**config.mk**
```make
export PLATFORM = sky130hd
export DESIGN_NAME = axi_wr_subsystem
export DESIGN_NICKNAME = d
export VERILOG_FILES = /design/src/logic/axi_wr_pkg.sv /design/src/logic/axi_burst_iter.sv /design/src/logic/axi_wr_subsystem.sv /design/src/logic/axil_bank_collect.sv /design/src/logic/axil_bank_router.sv /design/src/logic/axil_write_issuer.sv /design/src/logic/reg_bank.sv
export VERILOG_INCLUDE_DIRS = /design/src /design/src/logic
export SDC_FILE = /design/constraint.sdc
export NUM_CORES = 2
export LEC_CHECK = 0
export BUFFER_PORTS_ARGS = -buffer_cell sky130_fd_sc_hd__buf_2
export CAP_MARGIN = 20
export CORE_MARGIN = 2
export CORE_UTILIZATION = 37
export CTS_BUF_LIST = sky130_fd_sc_hd__clkbuf_2
export DETAILED_ROUTE_END_ITERATION = 10
export PLACE_DENSITY_LB_ADDON = 0.2
export SYNTH_ARGS = -nofsm -noshare
export SYNTH_HDL_FRONTEND = slang
export SYNTH_SLANG_ARGS = --single-unit
```
**constraint.sdc**
```tcl
create_clock -name clk -period 7.8 [get_ports clk]
set_input_delay 0.78 -clock clk [delete_from_list [all_inputs] [get_ports clk]]
set_output_delay 0.78 -clock clk [all_outputs]
set_load 0.02 [all_outputs]
```
**src/logic/axi_wr_cfg.svh**
```systemverilog
`ifndef AXI_WR_CFG_SVH
`define AXI_WR_CFG_SVH

// Bus widths
`define AXI_WR_ADDR_WIDTH 16
`define AXI_WR_DATA_WIDTH 32
`define AXI_WR_ID_WIDTH 4

// Register bank array
`define AXI_WR_NUM_BANKS 4
`define AXI_WR_BANK_WORDS 16

// One strobe per data byte
`define AXI_WR_STRB_WIDTH (`AXI_WR_DATA_WIDTH / 8)

// Address layout: byte lane, word offset, bank index, then out of range
`define AXI_WR_WORD_LSB 2
`define AXI_WR_WORD_BITS $clog2(`AXI_WR_BANK_WORDS)
`define AXI_WR_BANK_LSB (`AXI_WR_WORD_LSB + `AXI_WR_WORD_BITS)
`define AXI_WR_BANK_BITS $clog2(`AXI_WR_NUM_BANKS)
`define AXI_WR_SPAN_BITS (`AXI_WR_BANK_LSB + `AXI_WR_BANK_BITS)

`endif

```
**src/logic/axi_wr_pkg.sv**
```systemverilog
`include "axi_wr_cfg.svh"

package axi_wr_pkg;

  typedef logic [`AXI_WR_ADDR_WIDTH-1:0] addr_t;
  typedef logic [`AXI_WR_DATA_WIDTH-1:0] data_t;
  typedef logic [`AXI_WR_STRB_WIDTH-1:0] strb_t;
  typedef logic [`AXI_WR_ID_WIDTH-1:0]   id_t;
  typedef logic [7:0]                    len_t;
  typedef logic [2:0]                    size_t;
  typedef logic [1:0]                    burst_t;
  typedef logic [1:0]                    resp_t;
  typedef logic [`AXI_WR_BANK_BITS-1:0]  bank_idx_t;
  typedef logic [`AXI_WR_WORD_BITS-1:0]  word_idx_t;

  // AXI burst codes, WRAP falls back to INCR
  localparam burst_t BURST_FIXED = 2'b00;
  localparam burst_t BURST_INCR  = 2'b01;

  // Ordered so that a larger code is a worse response
  localparam resp_t RESP_OKAY   = 2'b00;
  localparam resp_t RESP_SLVERR = 2'b10;
  localparam resp_t RESP_DECERR = 2'b11;

  typedef enum logic {IDLE, BURST} iter_state_t;

endpackage

```
**src/logic/axi_burst_iter.sv**
```systemverilog
`timescale 1ns/1ps
`include "axi_wr_cfg.svh"

module axi_burst_iter
  import axi_wr_pkg::*;
(
  input  logic   clk,
  input  logic   i_arst_n,

  input  logic   i_awvalid,
  input  addr_t  i_awaddr,
  input  len_t   i_awlen,
  input  size_t  i_awsize,
  input  burst_t i_awburst,
  output logic   o_awready,

  output logic   o_beat_valid,
  output addr_t  o_beat_addr,
  output logic   o_beat_last,
  input  logic   i_beat_ready
);

  iter_state_t state_q;
  len_t        remaining_q;
  logic        awready_q;
  addr_t       addr_q;
  addr_t       step_q;
  logic        incr_q;

  logic        aw_accept;
  logic        beat_take;

  // AW is only taken between bursts
  assign aw_accept = i_awvalid && awready_q;
  assign beat_take = o_beat_valid && i_beat_ready;

  assign o_awready    = awready_q;
  assign o_beat_valid = (state_q == BURST);
  assign o_beat_addr  = addr_q;
  assign o_beat_last  = (remaining_q == '0);

  always_ff @(posedge clk or negedge i_arst_n) begin
    if (!i_arst_n) begin
      state_q     <= IDLE;
      remaining_q <= '0;
      awready_q   <= 1'b0;
    end else begin
      case (state_q)
        IDLE: begin
          if (aw_accept) begin
            state_q     <= BURST;
            remaining_q <= i_awlen;
            awready_q   <= 1'b0;
          end else begin
            awready_q <= 1'b1;
          end
        end
        BURST: begin
          if (beat_take) begin
            if (o_beat_last) begin
              // Ready for the next AW right after the final beat
              state_q   <= IDLE;
              awready_q <= 1'b1;
            end else begin
              remaining_q <= remaining_q - 1'b1;
            end
          end
        end
        default: state_q <= IDLE;
      endcase
    end
  end

  // Running address, FIXED keeps it and INCR steps by the beat size
  always_ff @(posedge clk) begin
    if (aw_accept) begin
      addr_q <= i_awaddr;
      step_q <= addr_t'(1) << i_awsize;
      incr_q <= (i_awburst != BURST_FIXED);
    end else if (beat_take && incr_q) begin
      addr_q <= addr_q + step_q;
    end
  end

endmodule

```
**src/logic/axi_wr_subsystem.sv**
```systemverilog
`timescale 1ns/1ps
`include "axi_wr_cfg.svh"

module axi_wr_subsystem
  import axi_wr_pkg::*;
(
  input  logic   clk,
  input  logic   i_arst_n,

  input  logic   i_s_axi_awvalid,
  input  addr_t  i_s_axi_awaddr,
  input  id_t    i_s_axi_awid,
  input  len_t   i_s_axi_awlen,
  input  size_t  i_s_axi_awsize,
  input  burst_t i_s_axi_awburst,
  output logic   o_s_axi_awready,
  input  logic   i_s_axi_wvalid,
  input  data_t  i_s_axi_wdata,
  input  strb_t  i_s_axi_wstrb,
  input  logic   i_s_axi_wlast,
  output logic   o_s_axi_wready,
  output logic   o_s_axi_bvalid,
  output id_t    o_s_axi_bid,
  output resp_t  o_s_axi_bresp,
  input  logic   i_s_axi_bready,

  input  addr_t  i_dbg_addr,
  output data_t  o_dbg_rdata
);

  logic                          aw_accept;
  logic                          beat_valid;
  logic                          beat_ready;
  logic                          beat_last;
  addr_t                         beat_addr;

  addr_t                         lite_awaddr;
  logic                          lite_awvalid;
  logic                          lite_awready;
  data_t                         lite_wdata;
  strb_t                         lite_wstrb;
  logic                          lite_wvalid;
  logic                          lite_wready;
  logic                          lite_bvalid;
  logic                          lite_bready;
  resp_t                         lite_bresp;

  logic [`AXI_WR_NUM_BANKS-1:0]  bank_awvalid;
  logic [`AXI_WR_NUM_BANKS-1:0]  bank_wvalid;
  logic [`AXI_WR_NUM_BANKS-1:0]  bank_awready;
  logic [`AXI_WR_NUM_BANKS-1:0]  bank_wready;
  logic [`AXI_WR_NUM_BANKS-1:0]  bank_bvalid;
  logic [`AXI_WR_NUM_BANKS-1:0]  bank_bready;
  resp_t [`AXI_WR_NUM_BANKS-1:0] bank_bresp;
  data_t [`AXI_WR_NUM_BANKS-1:0] bank_dbg_rdata;
  word_idx_t                     bank_word;
  data_t                         bank_wdata;
  strb_t                         bank_wstrb;
  logic                          err_bvalid;
  logic                          err_bready;

  word_idx_t                     dbg_word;
  bank_idx_t                     dbg_bank;

  // Issuer latches the ID on the AW handshake itself
  assign aw_accept = i_s_axi_awvalid && o_s_axi_awready;

  assign dbg_word = i_dbg_addr[`AXI_WR_WORD_LSB +: `AXI_WR_WORD_BITS];
  assign dbg_bank = i_dbg_addr[`AXI_WR_BANK_LSB +: `AXI_WR_BANK_BITS];

  axi_burst_iter burst_iter_i (
    .clk         (clk),
    .i_arst_n    (i_arst_n),
    .i_awvalid   (i_s_axi_awvalid),
    .i_awaddr    (i_s_axi_awaddr),
    .i_awlen     (i_s_axi_awlen),
    .i_awsize    (i_s_axi_awsize),
    .i_awburst   (i_s_axi_awburst),
    .o_awready   (o_s_axi_awready),
    .o_beat_valid(beat_valid),
    .o_beat_addr (beat_addr),
    .o_beat_last (beat_last),
    .i_beat_ready(beat_ready)
  );

  // WLAST is not needed, the iterator already knows the last beat
  axil_write_issuer write_issuer_i (
    .clk         (clk),
    .i_arst_n    (i_arst_n),
    .i_awvalid   (aw_accept),
    .i_awid      (i_s_axi_awid),
    .i_beat_valid(beat_valid),
    .i_beat_addr (beat_addr),
    .i_beat_last (beat_last),
    .o_beat_ready(beat_ready),
    .i_wvalid    (i_s_axi_wvalid),
    .i_wdata     (i_s_axi_wdata),
    .i_wstrb     (i_s_axi_wstrb),
    .o_wready    (o_s_axi_wready),
    .o_awaddr_l  (lite_awaddr),
    .o_awvalid_l (lite_awvalid),
    .i_awready_l (lite_awready),
    .o_wdata_l   (lite_wdata),
    .o_wstrb_l   (lite_wstrb),
    .o_wvalid_l  (lite_wvalid),
    .i_wready_l  (lite_wready),
    .i_bvalid_l  (lite_bvalid),
    .i_bresp_l   (lite_bresp),
    .o_bready_l  (lite_bready),
    .o_bvalid    (o_s_axi_bvalid),
    .o_bid       (o_s_axi_bid),
    .o_bresp     (o_s_axi_bresp),
    .i_bready    (i_s_axi_bready)
  );

  axil_bank_router bank_router_i (
    .clk           (clk),
    .i_arst_n      (i_arst_n),
    .i_awaddr      (lite_awaddr),
    .i_awvalid     (lite_awvalid),
    .o_awready     (lite_awready),
    .i_wdata       (lite_wdata),
    .i_wstrb       (lite_wstrb),
    .i_wvalid      (lite_wvalid),
    .o_wready      (lite_wready),
    .o_bank_awvalid(bank_awvalid),
    .o_bank_wvalid (bank_wvalid),
    .i_bank_awready(bank_awready),
    .i_bank_wready (bank_wready),
    .o_word        (bank_word),
    .o_wdata       (bank_wdata),
    .o_wstrb       (bank_wstrb),
    .o_err_bvalid  (err_bvalid),
    .i_err_bready  (err_bready)
  );

  for (genvar b = 0; b < `AXI_WR_NUM_BANKS; b++) begin : g_bank
    reg_bank reg_bank_i (
      .clk        (clk),
      .i_arst_n   (i_arst_n),
      .i_awvalid  (bank_awvalid[b]),
      .o_awready  (bank_awready[b]),
      .i_wvalid   (bank_wvalid[b]),
      .o_wready   (bank_wready[b]),
      .i_word     (bank_word),
      .i_wdata    (bank_wdata),
      .i_wstrb    (bank_wstrb),
      .o_bvalid   (bank_bvalid[b]),
      .o_bresp    (bank_bresp[b]),
      .i_bready   (bank_bready[b]),
      .i_dbg_word (dbg_word),
      .o_dbg_rdata(bank_dbg_rdata[b])
    );
  end

  axil_bank_collect bank_collect_i (
    .i_bank_bvalid   (bank_bvalid),
    .i_bank_bresp    (bank_bresp),
    .o_bank_bready   (bank_bready),
    .i_err_bvalid    (err_bvalid),
    .o_err_bready    (err_bready),
    .o_bvalid        (lite_bvalid),
    .o_bresp         (lite_bresp),
    .i_bready        (lite_bready),
    .i_bank_dbg_rdata(bank_dbg_rdata),
    .i_dbg_bank      (dbg_bank),
    .o_dbg_rdata     (o_dbg_rdata)
  );

endmodule

```
**src/logic/axil_bank_collect.sv**
```systemverilog
`timescale 1ns/1ps
`include "axi_wr_cfg.svh"

module axil_bank_collect
  import axi_wr_pkg::*;
(
  input  logic [`AXI_WR_NUM_BANKS-1:0]  i_bank_bvalid,
  input  resp_t [`AXI_WR_NUM_BANKS-1:0] i_bank_bresp,
  output logic [`AXI_WR_NUM_BANKS-1:0]  o_bank_bready,
  input  logic                          i_err_bvalid,
  output logic                          o_err_bready,

  output logic                          o_bvalid,
  output resp_t                         o_bresp,
  input  logic                          i_bready,

  input  data_t [`AXI_WR_NUM_BANKS-1:0] i_bank_dbg_rdata,
  input  bank_idx_t                     i_dbg_bank,
  output data_t                         o_dbg_rdata
);

  // At most one source is active with a single beat in flight
  assign o_bvalid = (|i_bank_bvalid) || i_err_bvalid;

  always_comb begin
    o_bresp = RESP_OKAY;
    for (int b = 0; b < `AXI_WR_NUM_BANKS; b++) begin
      if (i_bank_bvalid[b]) begin
        o_bresp = i_bank_bresp[b];
      end
    end
    if (i_err_bvalid) begin
      o_bresp = RESP_DECERR;
    end
  end

  // Ready goes back only to the source that is presenting
  always_comb begin
    for (int b = 0; b < `AXI_WR_NUM_BANKS; b++) begin
      o_bank_bready[b] = i_bready && i_bank_bvalid[b];
    end
  end

  assign o_err_bready = i_bready && i_err_bvalid;

  assign o_dbg_rdata = i_bank_dbg_rdata[i_dbg_bank];

endmodule

```
**src/logic/axil_bank_router.sv**
```systemverilog
`timescale 1ns/1ps
`include "axi_wr_cfg.svh"

module axil_bank_router
  import axi_wr_pkg::*;
(
  input  logic                         clk,
  input  logic                         i_arst_n,

  input  addr_t                        i_awaddr,
  input  logic                         i_awvalid,
  output logic                         o_awready,
  input  data_t                        i_wdata,
  input  strb_t                        i_wstrb,
  input  logic                         i_wvalid,
  output logic                         o_wready,

  output logic [`AXI_WR_NUM_BANKS-1:0] o_bank_awvalid,
  output logic [`AXI_WR_NUM_BANKS-1:0] o_bank_wvalid,
  input  logic [`AXI_WR_NUM_BANKS-1:0] i_bank_awready,
  input  logic [`AXI_WR_NUM_BANKS-1:0] i_bank_wready,
  output word_idx_t                    o_word,
  output data_t                        o_wdata,
  output strb_t                        o_wstrb,

  // DECERR response source
  output logic                         o_err_bvalid,
  input  logic                         i_err_bready
);

  bank_idx_t bank;
  logic      in_range;
  logic      err_ready;
  logic      err_bvalid_q;

  assign bank     = i_awaddr[`AXI_WR_BANK_LSB +: `AXI_WR_BANK_BITS];
  assign in_range = ((i_awaddr >> `AXI_WR_SPAN_BITS) == '0);
  assign o_word   = i_awaddr[`AXI_WR_WORD_LSB +: `AXI_WR_WORD_BITS];
  assign o_wdata  = i_wdata;
  assign o_wstrb  = i_wstrb;

  // Out-of-range writes are swallowed here, AW and W in one cycle
  assign err_ready = !in_range && !err_bvalid_q && i_awvalid && i_wvalid;

  assign o_awready = in_range ? i_bank_awready[bank] : err_ready;
  assign o_wready  = in_range ? i_bank_wready[bank] : err_ready;

  always_comb begin
    for (int b = 0; b < `AXI_WR_NUM_BANKS; b++) begin
      o_bank_awvalid[b] = i_awvalid && in_range && (bank == bank_idx_t'(b));
      o_bank_wvalid[b]  = i_wvalid && in_range && (bank == bank_idx_t'(b));
    end
  end

  always_ff @(posedge clk or negedge i_arst_n) begin
    if (!i_arst_n) begin
      err_bvalid_q <= 1'b0;
    end else if (err_ready) begin
      err_bvalid_q <= 1'b1;
    end else if (i_err_bready) begin
      err_bvalid_q <= 1'b0;
    end
  end

  assign o_err_bvalid = err_bvalid_q;

endmodule

```
**src/logic/axil_write_issuer.sv**
```systemverilog
`timescale 1ns/1ps
`include "axi_wr_cfg.svh"

module axil_write_issuer
  import axi_wr_pkg::*;
(
  input  logic  clk,
  input  logic  i_arst_n,

  // AW acceptance strobe and ID from the AXI side
  input  logic  i_awvalid,
  input  id_t   i_awid,

  input  logic  i_beat_valid,
  input  addr_t i_beat_addr,
  input  logic  i_beat_last,
  output logic  o_beat_ready,

  input  logic  i_wvalid,
  input  data_t i_wdata,
  input  strb_t i_wstrb,
  output logic  o_wready,

  output addr_t o_awaddr_l,
  output logic  o_awvalid_l,
  input  logic  i_awready_l,
  output data_t o_wdata_l,
  output strb_t o_wstrb_l,
  output logic  o_wvalid_l,
  input  logic  i_wready_l,
  input  logic  i_bvalid_l,
  input  resp_t i_bresp_l,
  output logic  o_bready_l,

  output logic  o_bvalid,
  output id_t   o_bid,
  output resp_t o_bresp,
  input  logic  i_bready
);

  logic  busy_q;
  logic  awvalid_q;
  logic  wvalid_q;
  logic  bvalid_q;
  resp_t resp_acc_q;
  id_t   id_q;
  logic  last_q;
  addr_t awaddr_q;
  data_t wdata_q;
  strb_t wstrb_q;
  id_t   bid_q;
  resp_t bresp_q;

  logic  can_take;
  logic  take;
  logic  lite_b;
  resp_t merged_resp;

  // One beat in flight, and nothing new while the AXI B waits
  assign can_take     = !busy_q && !bvalid_q;
  assign o_beat_ready = can_take && i_wvalid;
  assign o_wready     = can_take && i_beat_valid;
  assign take         = can_take && i_beat_valid && i_wvalid;

  assign lite_b      = i_bvalid_l && busy_q;
  assign merged_resp = (i_bresp_l > resp_acc_q) ? i_bresp_l : resp_acc_q;

  assign o_awaddr_l  = awaddr_q;
  assign o_awvalid_l = awvalid_q;
  assign o_wdata_l   = wdata_q;
  assign o_wstrb_l   = wstrb_q;
  assign o_wvalid_l  = wvalid_q;
  assign o_bready_l  = busy_q;
  assign o_bvalid    = bvalid_q;
  assign o_bid       = bid_q;
  assign o_bresp     = bresp_q;

  always_ff @(posedge clk or negedge i_arst_n) begin
    if (!i_arst_n) begin
      busy_q     <= 1'b0;
      awvalid_q  <= 1'b0;
      wvalid_q   <= 1'b0;
      bvalid_q   <= 1'b0;
      resp_acc_q <= RESP_OKAY;
    end else begin
      if (take) begin
        busy_q    <= 1'b1;
        awvalid_q <= 1'b1;
        wvalid_q  <= 1'b1;
      end else begin
        // AW and W retire independently
        if (i_awready_l) begin
          awvalid_q <= 1'b0;
        end
        if (i_wready_l) begin
          wvalid_q <= 1'b0;
        end
      end
      if (lite_b) begin
        busy_q <= 1'b0;
        if (last_q) begin
          bvalid_q   <= 1'b1;
          resp_acc_q <= RESP_OKAY;
        end else begin
          resp_acc_q <= merged_resp;
        end
      end else if (bvalid_q && i_bready) begin
        bvalid_q <= 1'b0;
      end
    end
  end

  always_ff @(posedge clk) begin
    if (i_awvalid) begin
      id_q <= i_awid;
    end
    if (take) begin
      awaddr_q <= i_beat_addr;
      wdata_q  <= i_wdata;
      wstrb_q  <= i_wstrb;
      last_q   <= i_beat_last;
    end
    // Copy out so a following AW cannot disturb a pending B
    if (lite_b && last_q) begin
      bid_q   <= id_q;
      bresp_q <= merged_resp;
    end
  end

endmodule

```
**src/logic/reg_bank.sv**
```systemverilog
`timescale 1ns/1ps
`include "axi_wr_cfg.svh"

module reg_bank
  import axi_wr_pkg::*;
(
  input  logic      clk,
  input  logic      i_arst_n,

  input  logic      i_awvalid,
  output logic      o_awready,
  input  logic      i_wvalid,
  output logic      o_wready,
  input  word_idx_t i_word,
  input  data_t     i_wdata,
  input  strb_t     i_wstrb,

  output logic      o_bvalid,
  output resp_t     o_bresp,
  input  logic      i_bready,

  // Debug read, combinational
  input  word_idx_t i_dbg_word,
  output data_t     o_dbg_rdata
);

  data_t mem_q [`AXI_WR_BANK_WORDS];
  logic  bvalid_q;
  logic  accept;

  // AW and W are taken together, and only once the last B is gone
  assign accept    = !bvalid_q && i_awvalid && i_wvalid;
  assign o_awready = accept;
  assign o_wready  = accept;

  assign o_bvalid    = bvalid_q;
  assign o_bresp     = RESP_OKAY;
  assign o_dbg_rdata = mem_q[i_dbg_word];

  always_ff @(posedge clk or negedge i_arst_n) begin
    if (!i_arst_n) begin
      bvalid_q <= 1'b0;
      for (int w = 0; w < `AXI_WR_BANK_WORDS; w++) begin
        mem_q[w] <= '0;
      end
    end else begin
      if (accept) begin
        bvalid_q <= 1'b1;
        // Byte lanes
        for (int b = 0; b < `AXI_WR_STRB_WIDTH; b++) begin
          if (i_wstrb[b]) begin
            mem_q[i_word][b*8 +: 8] <= i_wdata[b*8 +: 8];
          end
        end
      end else if (i_bready) begin
        bvalid_q <= 1'b0;
      end
    end
  end

endmodule

```
# After elaboration in Yosys (flattened, before gate mapping)
# Index checks and enable logic that the tools add are counted.
# totals
wordCells	267
register_bits	2164
memories	0
latchBits	0
mem_bits_rw	0
inputBits	91
rom_bits	0
# classes
n_bitwise	3
n_div	0
n_reduce_logical	58
n_eq_ne	8
add_sub_neg	2
mux	103
n_mul	0
order_cmp	6
shift	1
# op_table
op	n
two-way mux 512 bit	28
bitwise mux 512 bit	16
binary-select mux 32 bit (select 4 bit)	4
demux 32 bit (select 4 bit)	4
two-way mux 32 bit	10
binary-select mux 32 bit (select 2 bit)	1
two-way mux 16 bit	3
logical AND 1 bit	32
two-way mux 8 bit	4
two-way mux 1 bit	25
two-way mux 24 bit	1
nonzero test 2 bit	10
adder 16 bit	1
zero test 16 bit	1
case mux 8 bit (2 select lines)	1
<< shifter 1 x 3 -> 16 bit (first input constant)	1
>= comparator 5 bit (second input constant)	2
inverter 4 -> 5 bit	2
zero test 1 bit	8
zero test 8 bit	1
subtractor 8 x 1 -> 8 bit (second input constant)	1
< comparator 2 x 3 -> 1 bit (second input constant)	2
two-way mux 2 bit	3
inequality test 2 bit (second input constant)	3
other kinds (13)	17

# Logic depth before layout (Yosys ltp)
# logic_depth
word_depth	16
ltp_mapped	9

# By module
# From an unflattened synthesis, not the netlist that was laid out.
# unflattened
cells_unflattened	6177
hier_area_um2	98709.7
# by_module_without_submodules
mod	n_inst	cells_each	area_each_um2	seq_area_each_um2
reg_bank	4	1439	23249.8	12837.3
axil_write_issuer	1	99	2229.6	2042.0
axi_burst_iter	1	195	2044.5	1001.0
axil_bank_collect	1	59	923.4	0.0
axil_bank_router	1	67	506.7	25.0
axi_wr_subsystem	1	1	6.3	0.0

# Least setup slack after synthesis
# No wires, ideal clock.
# synth_timing
path_kind	input-to-reg
from	input i_s_axi_wvalid
to	register burst_iter_i.remaining_q[0]
arrival_time_ps	3474
required_time_ps	7717
path_buffers	1
path_slack_ps	4244
stages	6
setup_ps	83
cell_sequence	nor4bb_1 > clkbuf_1 > o41ai_1 > nand2_1 > o21ai_0 > o21ai_0
# synth_between
elab_chain_cells	4
# synth_lines
element	line_no	source
start, declared	axi_wr_subsystem.sv:17	input logic i_s_axi_wvalid,
logical AND 1 bit	axil_write_issuer.sv:61	assign o_beat_ready = can_take && i_wvalid;
logical AND 1 bit	axi_burst_iter.sv:35	assign beat_take = o_beat_valid && i_beat_ready;
inequality test 2 bit (no source line)	n/a	
AND reduction 3 bit (no source line)	n/a	
end signal, assigned	axi_burst_iter.sv:52	remaining_q <= i_awlen;
end signal, assigned	axi_burst_iter.sv:65	remaining_q <= remaining_q - 1'b1;
end, declared	axi_burst_iter.sv:24	len_t remaining_q;
# No other way between the ends.
# A chain may end at the register's enable or synchronous reset.

# Worst setup path after layout
# layout_timing
from	input i_dbg_addr[3]
to	output o_dbg_rdata[30]
# layout_between
elab_chain_cells	6
# layout_lines
element	line_no	source
start, declared	axi_wr_subsystem.sv:27	input addr_t i_dbg_addr,
inverter 4 -> 5 bit (not written as such) *	reg_bank.sv:38	assign o_dbg_rdata = mem_q[i_dbg_word];
binary-select mux 32 bit (select 4 bit)	reg_bank.sv:38	
two-way mux 32 bit (not written as such) (2 in a row)	reg_bank.sv:38	
binary-select mux 32 bit (select 2 bit) *	axil_bank_collect.sv:46	assign o_dbg_rdata = i_bank_dbg_rdata[i_dbg_bank];
two-way mux 32 bit (not written as such) *	axil_bank_collect.sv:46	
end, declared	axi_wr_subsystem.sv:28	output data_t o_dbg_rdata
# Mark *: on every way between the ends. The rest lies on a longest branch, timed or not. The select of a mux whose other input is x is not followed.

==> impl_metrics.tcl <==
set metrics [dict create \
    fmax_ghz 0.199 \
    viasPerCell 5.41 \
    synth_edf_count 86 \
    min_to "write_issuer_i.o_wdata_l[15]" \
    power.share.clock_pct 36.2 \
    internal_power_mw 15.6 \
    ys_types 65 \
    final-setup-viol-count 0 \
    worstSkewPairLatency_ns 1.79 \
    drv_slew 0 \
    synthesis.area_um2 99800 \
    synth_area_leaders "dfrtp_1, mux2_2, mux4_2" \
    grt_start_max_net_pins 169 \
    numCtsBuffers 595 \
    die_h_um 523 \
    dp_worst_setup_slack_ns 2.80 \
    max-slew-margin-rel_pct 16.1 \
    required_ns 7.02 \
    netlist_instances 6182 \
    post_cts_buffers 0 \
    clockRootBuffer "clkbuf_2" \
    drive_gt1_share_pct 55.8 \
    pwr-share-seq_pct 51.3 \
    period_minus_slack_ns 5.04 \
    p_sw_mw 7.17 \
    cp_max_fo 87 \
    skew_ns 0.236 \
    ys_async_sr_fraction_pct 96.0 \
    finalSetupTns_ns 0 \
    globalplace.congestion 0.797 \
    arrival_ns 4.26 \
    wl_um 287000 \
    grt-ovfl-total 0 \
    hold_path_depth 3 \
    ys_seq_elements 2154 \
    cts_tree "built" \
    dp_hpwl_um 177000 \
    setup.worst_path.end_class "output port" \
    rr_worst_depth 5 \
    grt_pass1_wl_um 428000 \
    fillCellCount 24700 \
    cts_htree_levels 6 \
    antenna_found_initial 8 \
    synthTopCellsByCount "dfrtp_1, mux2_2, mux4_2" \
    clkTransAtPathRegs_ns 0.09 \
    coreArea_um2 268000 \
    synth-seq-area-share_pct 54.4 \
    combPwrFrac_pct 12.5 \
    startpoint_type "primary input" \
    r2r-start "write_issuer_i.o_awaddr_l[2]" \
    die_width_um 523 \
    wl_per_cell_um 26.7 \
    gr-usage-all-layers_pct 21.1 \
    drtIter0Drc 3666 \
    p_sw_share_pct 31.5 \
    syn_nets 6283 \
    ant_nets 0 \
    critPathKind "in2out" \
    grt_pass1_vias 62200 \
    dr.pass1.iters 6 \
    multiInputGateArea_um2 43500 \
    min-delay-start "i_s_axi_wdata[15]" \
    syn2layout_area_growth_pct 11.8 \
    regArea_um2 54300 \
    drc 0 \
    cap_violations 0 \
    powerDensity_nw_per_um2 204 \
    synthDominantCellAreaShare_pct 51.8 \
    rows 190 \
    min_period_over_period_pct 64.6 \
    cts_buffer_depth 4 \
    rr_endpoint "g_bank[1].reg_bank_i.mem_q[402]" \
    route.vias.total 58200 \
    start_util_pct 37.2 \
    hold_class "in2reg" \
    worst_slack_ns 2.76 \
    total_leakage_power_nw 56.3 \
    synth_top_cell_by_area "dfrtp_1" \
    ys.warnings.count 0 \
    fin_area_um2 112000 \
    dpl_cell_area_um2 104000 \
    synthFlopType "dfrtp_1" \
    clkSinkCount 2154 \
    ff2ff_setup_slack_ns 3.74 \
    port_buffers 120 \
    hold_violations 0 \
    status "complete, no violations" \
    yosysMostFrequentCell "dfrtp_1" \
    finalNetCount 6883 \
    ios 132 \
    worst_pin_slew_ns 1.25 \
    peakVddDrop_v 0.000360 \
    syn_area_per_cell_um2 16.1 \
    dieArea_um2 274000 \
    rsz0062_at_grt "false" \
]
[metal layers]
| layer | vias to the layer above | global-route usage [%] | wire length (um) |
|---|---|---|---|
| met5 | - | 0 | 13 |
| met4 | 2 | 7.34 | 8940 |
| met3 | 452 | 3.71 | 13700 |
| met2 | 1485 | 32.6 | 133000 |
| met1 | 31500 | 29.8 | 131000 |
| li1 | 24800 | - | - |
[cells by family after synthesis]
logic type      Yosys count  synth area share [%]
fa+ha+maj                10                 0.133
xor+xnor                 10                0.0878
mux                    2670                  36.1
compound gates          356                  2.45
flops                  2154                  54.4
buf+inv                 459                  2.04
simple gates            523                  4.77
[how the worst max path moves through the flow]
stage	start	slack (ns)	cells past startpoint	endpoint
after detailed placement	i_dbg_addr[3]	2.80	8	o_dbg_rdata[30]
final	i_dbg_addr[3]	2.76	8	o_dbg_rdata[30]
after global placement	i_dbg_addr[2]	2.80	9	o_dbg_rdata[19]
after global routing	g_bank[2].reg_bank_i.mem_q[496]	2.68	6	o_dbg_rdata[16]
after floorplan	i_s_axi_wvalid	4.24	6	burst_iter_i.remaining_q[0]
after CTS	g_bank[2].reg_bank_i.mem_q[496]	2.51	6	o_dbg_rdata[16]
[placed cells by master (no fill, tap or decap), drive strengths merged, types with 10 or more instances in the layout]
cell type / instances
mux4: 512
edfxtp: 86
nand2b: 14
o22ai: 38
clkbuf: 897
nor2: 305
o211a: 12
a21oi: 89
inv: 23
and3: 12
dfrtp: 2068
a22o: 24
o221ai: 36
a221oi: 59
mux2i: 97
nor2b: 13
mux2: 2061
o21ai: 60
diode: 11
nand2: 110
buf: 258
bufinv: 10
clkinv: 80
dlygate4sd3: 194
nor3: 18
[power by group through the flow]
stage | logic [mW] | registers [mW] | clock network, mW
6_report | 2.85 | 11.7 | 8.23
2_1_floorplan | 1.43 | 11.8 | 0
3_5_place_dp | 2.66 | 11.9 | 0
3_3_place_gp | 2.63 | 11.9 | 0
5_1_grt | 3.05 | 11.7 | 9.24
4_1_cts | 2.86 | 11.7 | 8.60
[per-stage QoR]
stage	hold WS, ns	std cells	power [mW]	util [%]
floorplan	0.400	6182	13.2	-
global placement	0.402	9541	14.5	38.9
detailed placement	0.405	9542	14.5	38.9
CTS	0.0147	10700	23.1	41.6
global route	0.154	10800	24.0	41.6
finish	0.359	10800	22.7	41.6
[worst max-delay path, stage by stage]
cell and delay, ns:
buf_8 0.37, buf_12 0.57, buf_4 0.57, mux4_2 0.39, a22o_1 0.23, a221oi_1 0.56, a221oi_1 0.31, buf_2 0.25
[cell type report]
type	count	area share (%)
Sequential cell	2154	48.7
Multi-Input combinational cell	3569	39.0
Clock inverter	109	0.685
Timing Repair Buffer	452	3.51
Antenna cell	11	0.0247
Inverter	10	0.0336
Clock buffer	897	4.02
Tap cell	3552	3.98
[flip-flops by register name, indices dropped and copies added (netlist names), 4 cells and up]
register                    cells
write_issuer_i.o_wstrb_l        4
write_issuer_i.o_awaddr_l      14
g_bank.reg_bank_i.mem_q      2048
write_issuer_i.id_q             4
write_issuer_i.o_bid            4
burst_iter_i.o_beat_addr       16
burst_iter_i.step_q             8
burst_iter_i.remaining_q        8
write_issuer_i.o_wdata_l       32
g_bank.reg_bank_i.o_bvalid      4
[timing repair]
action | 4_1_cts | 5_1_grt
hold buffers | 195 | 0
gates resized for setup | 0 | 0
hold endpoints to repair | 1707 | 0
Note: power is estimated with default switching activity, not from simulation.
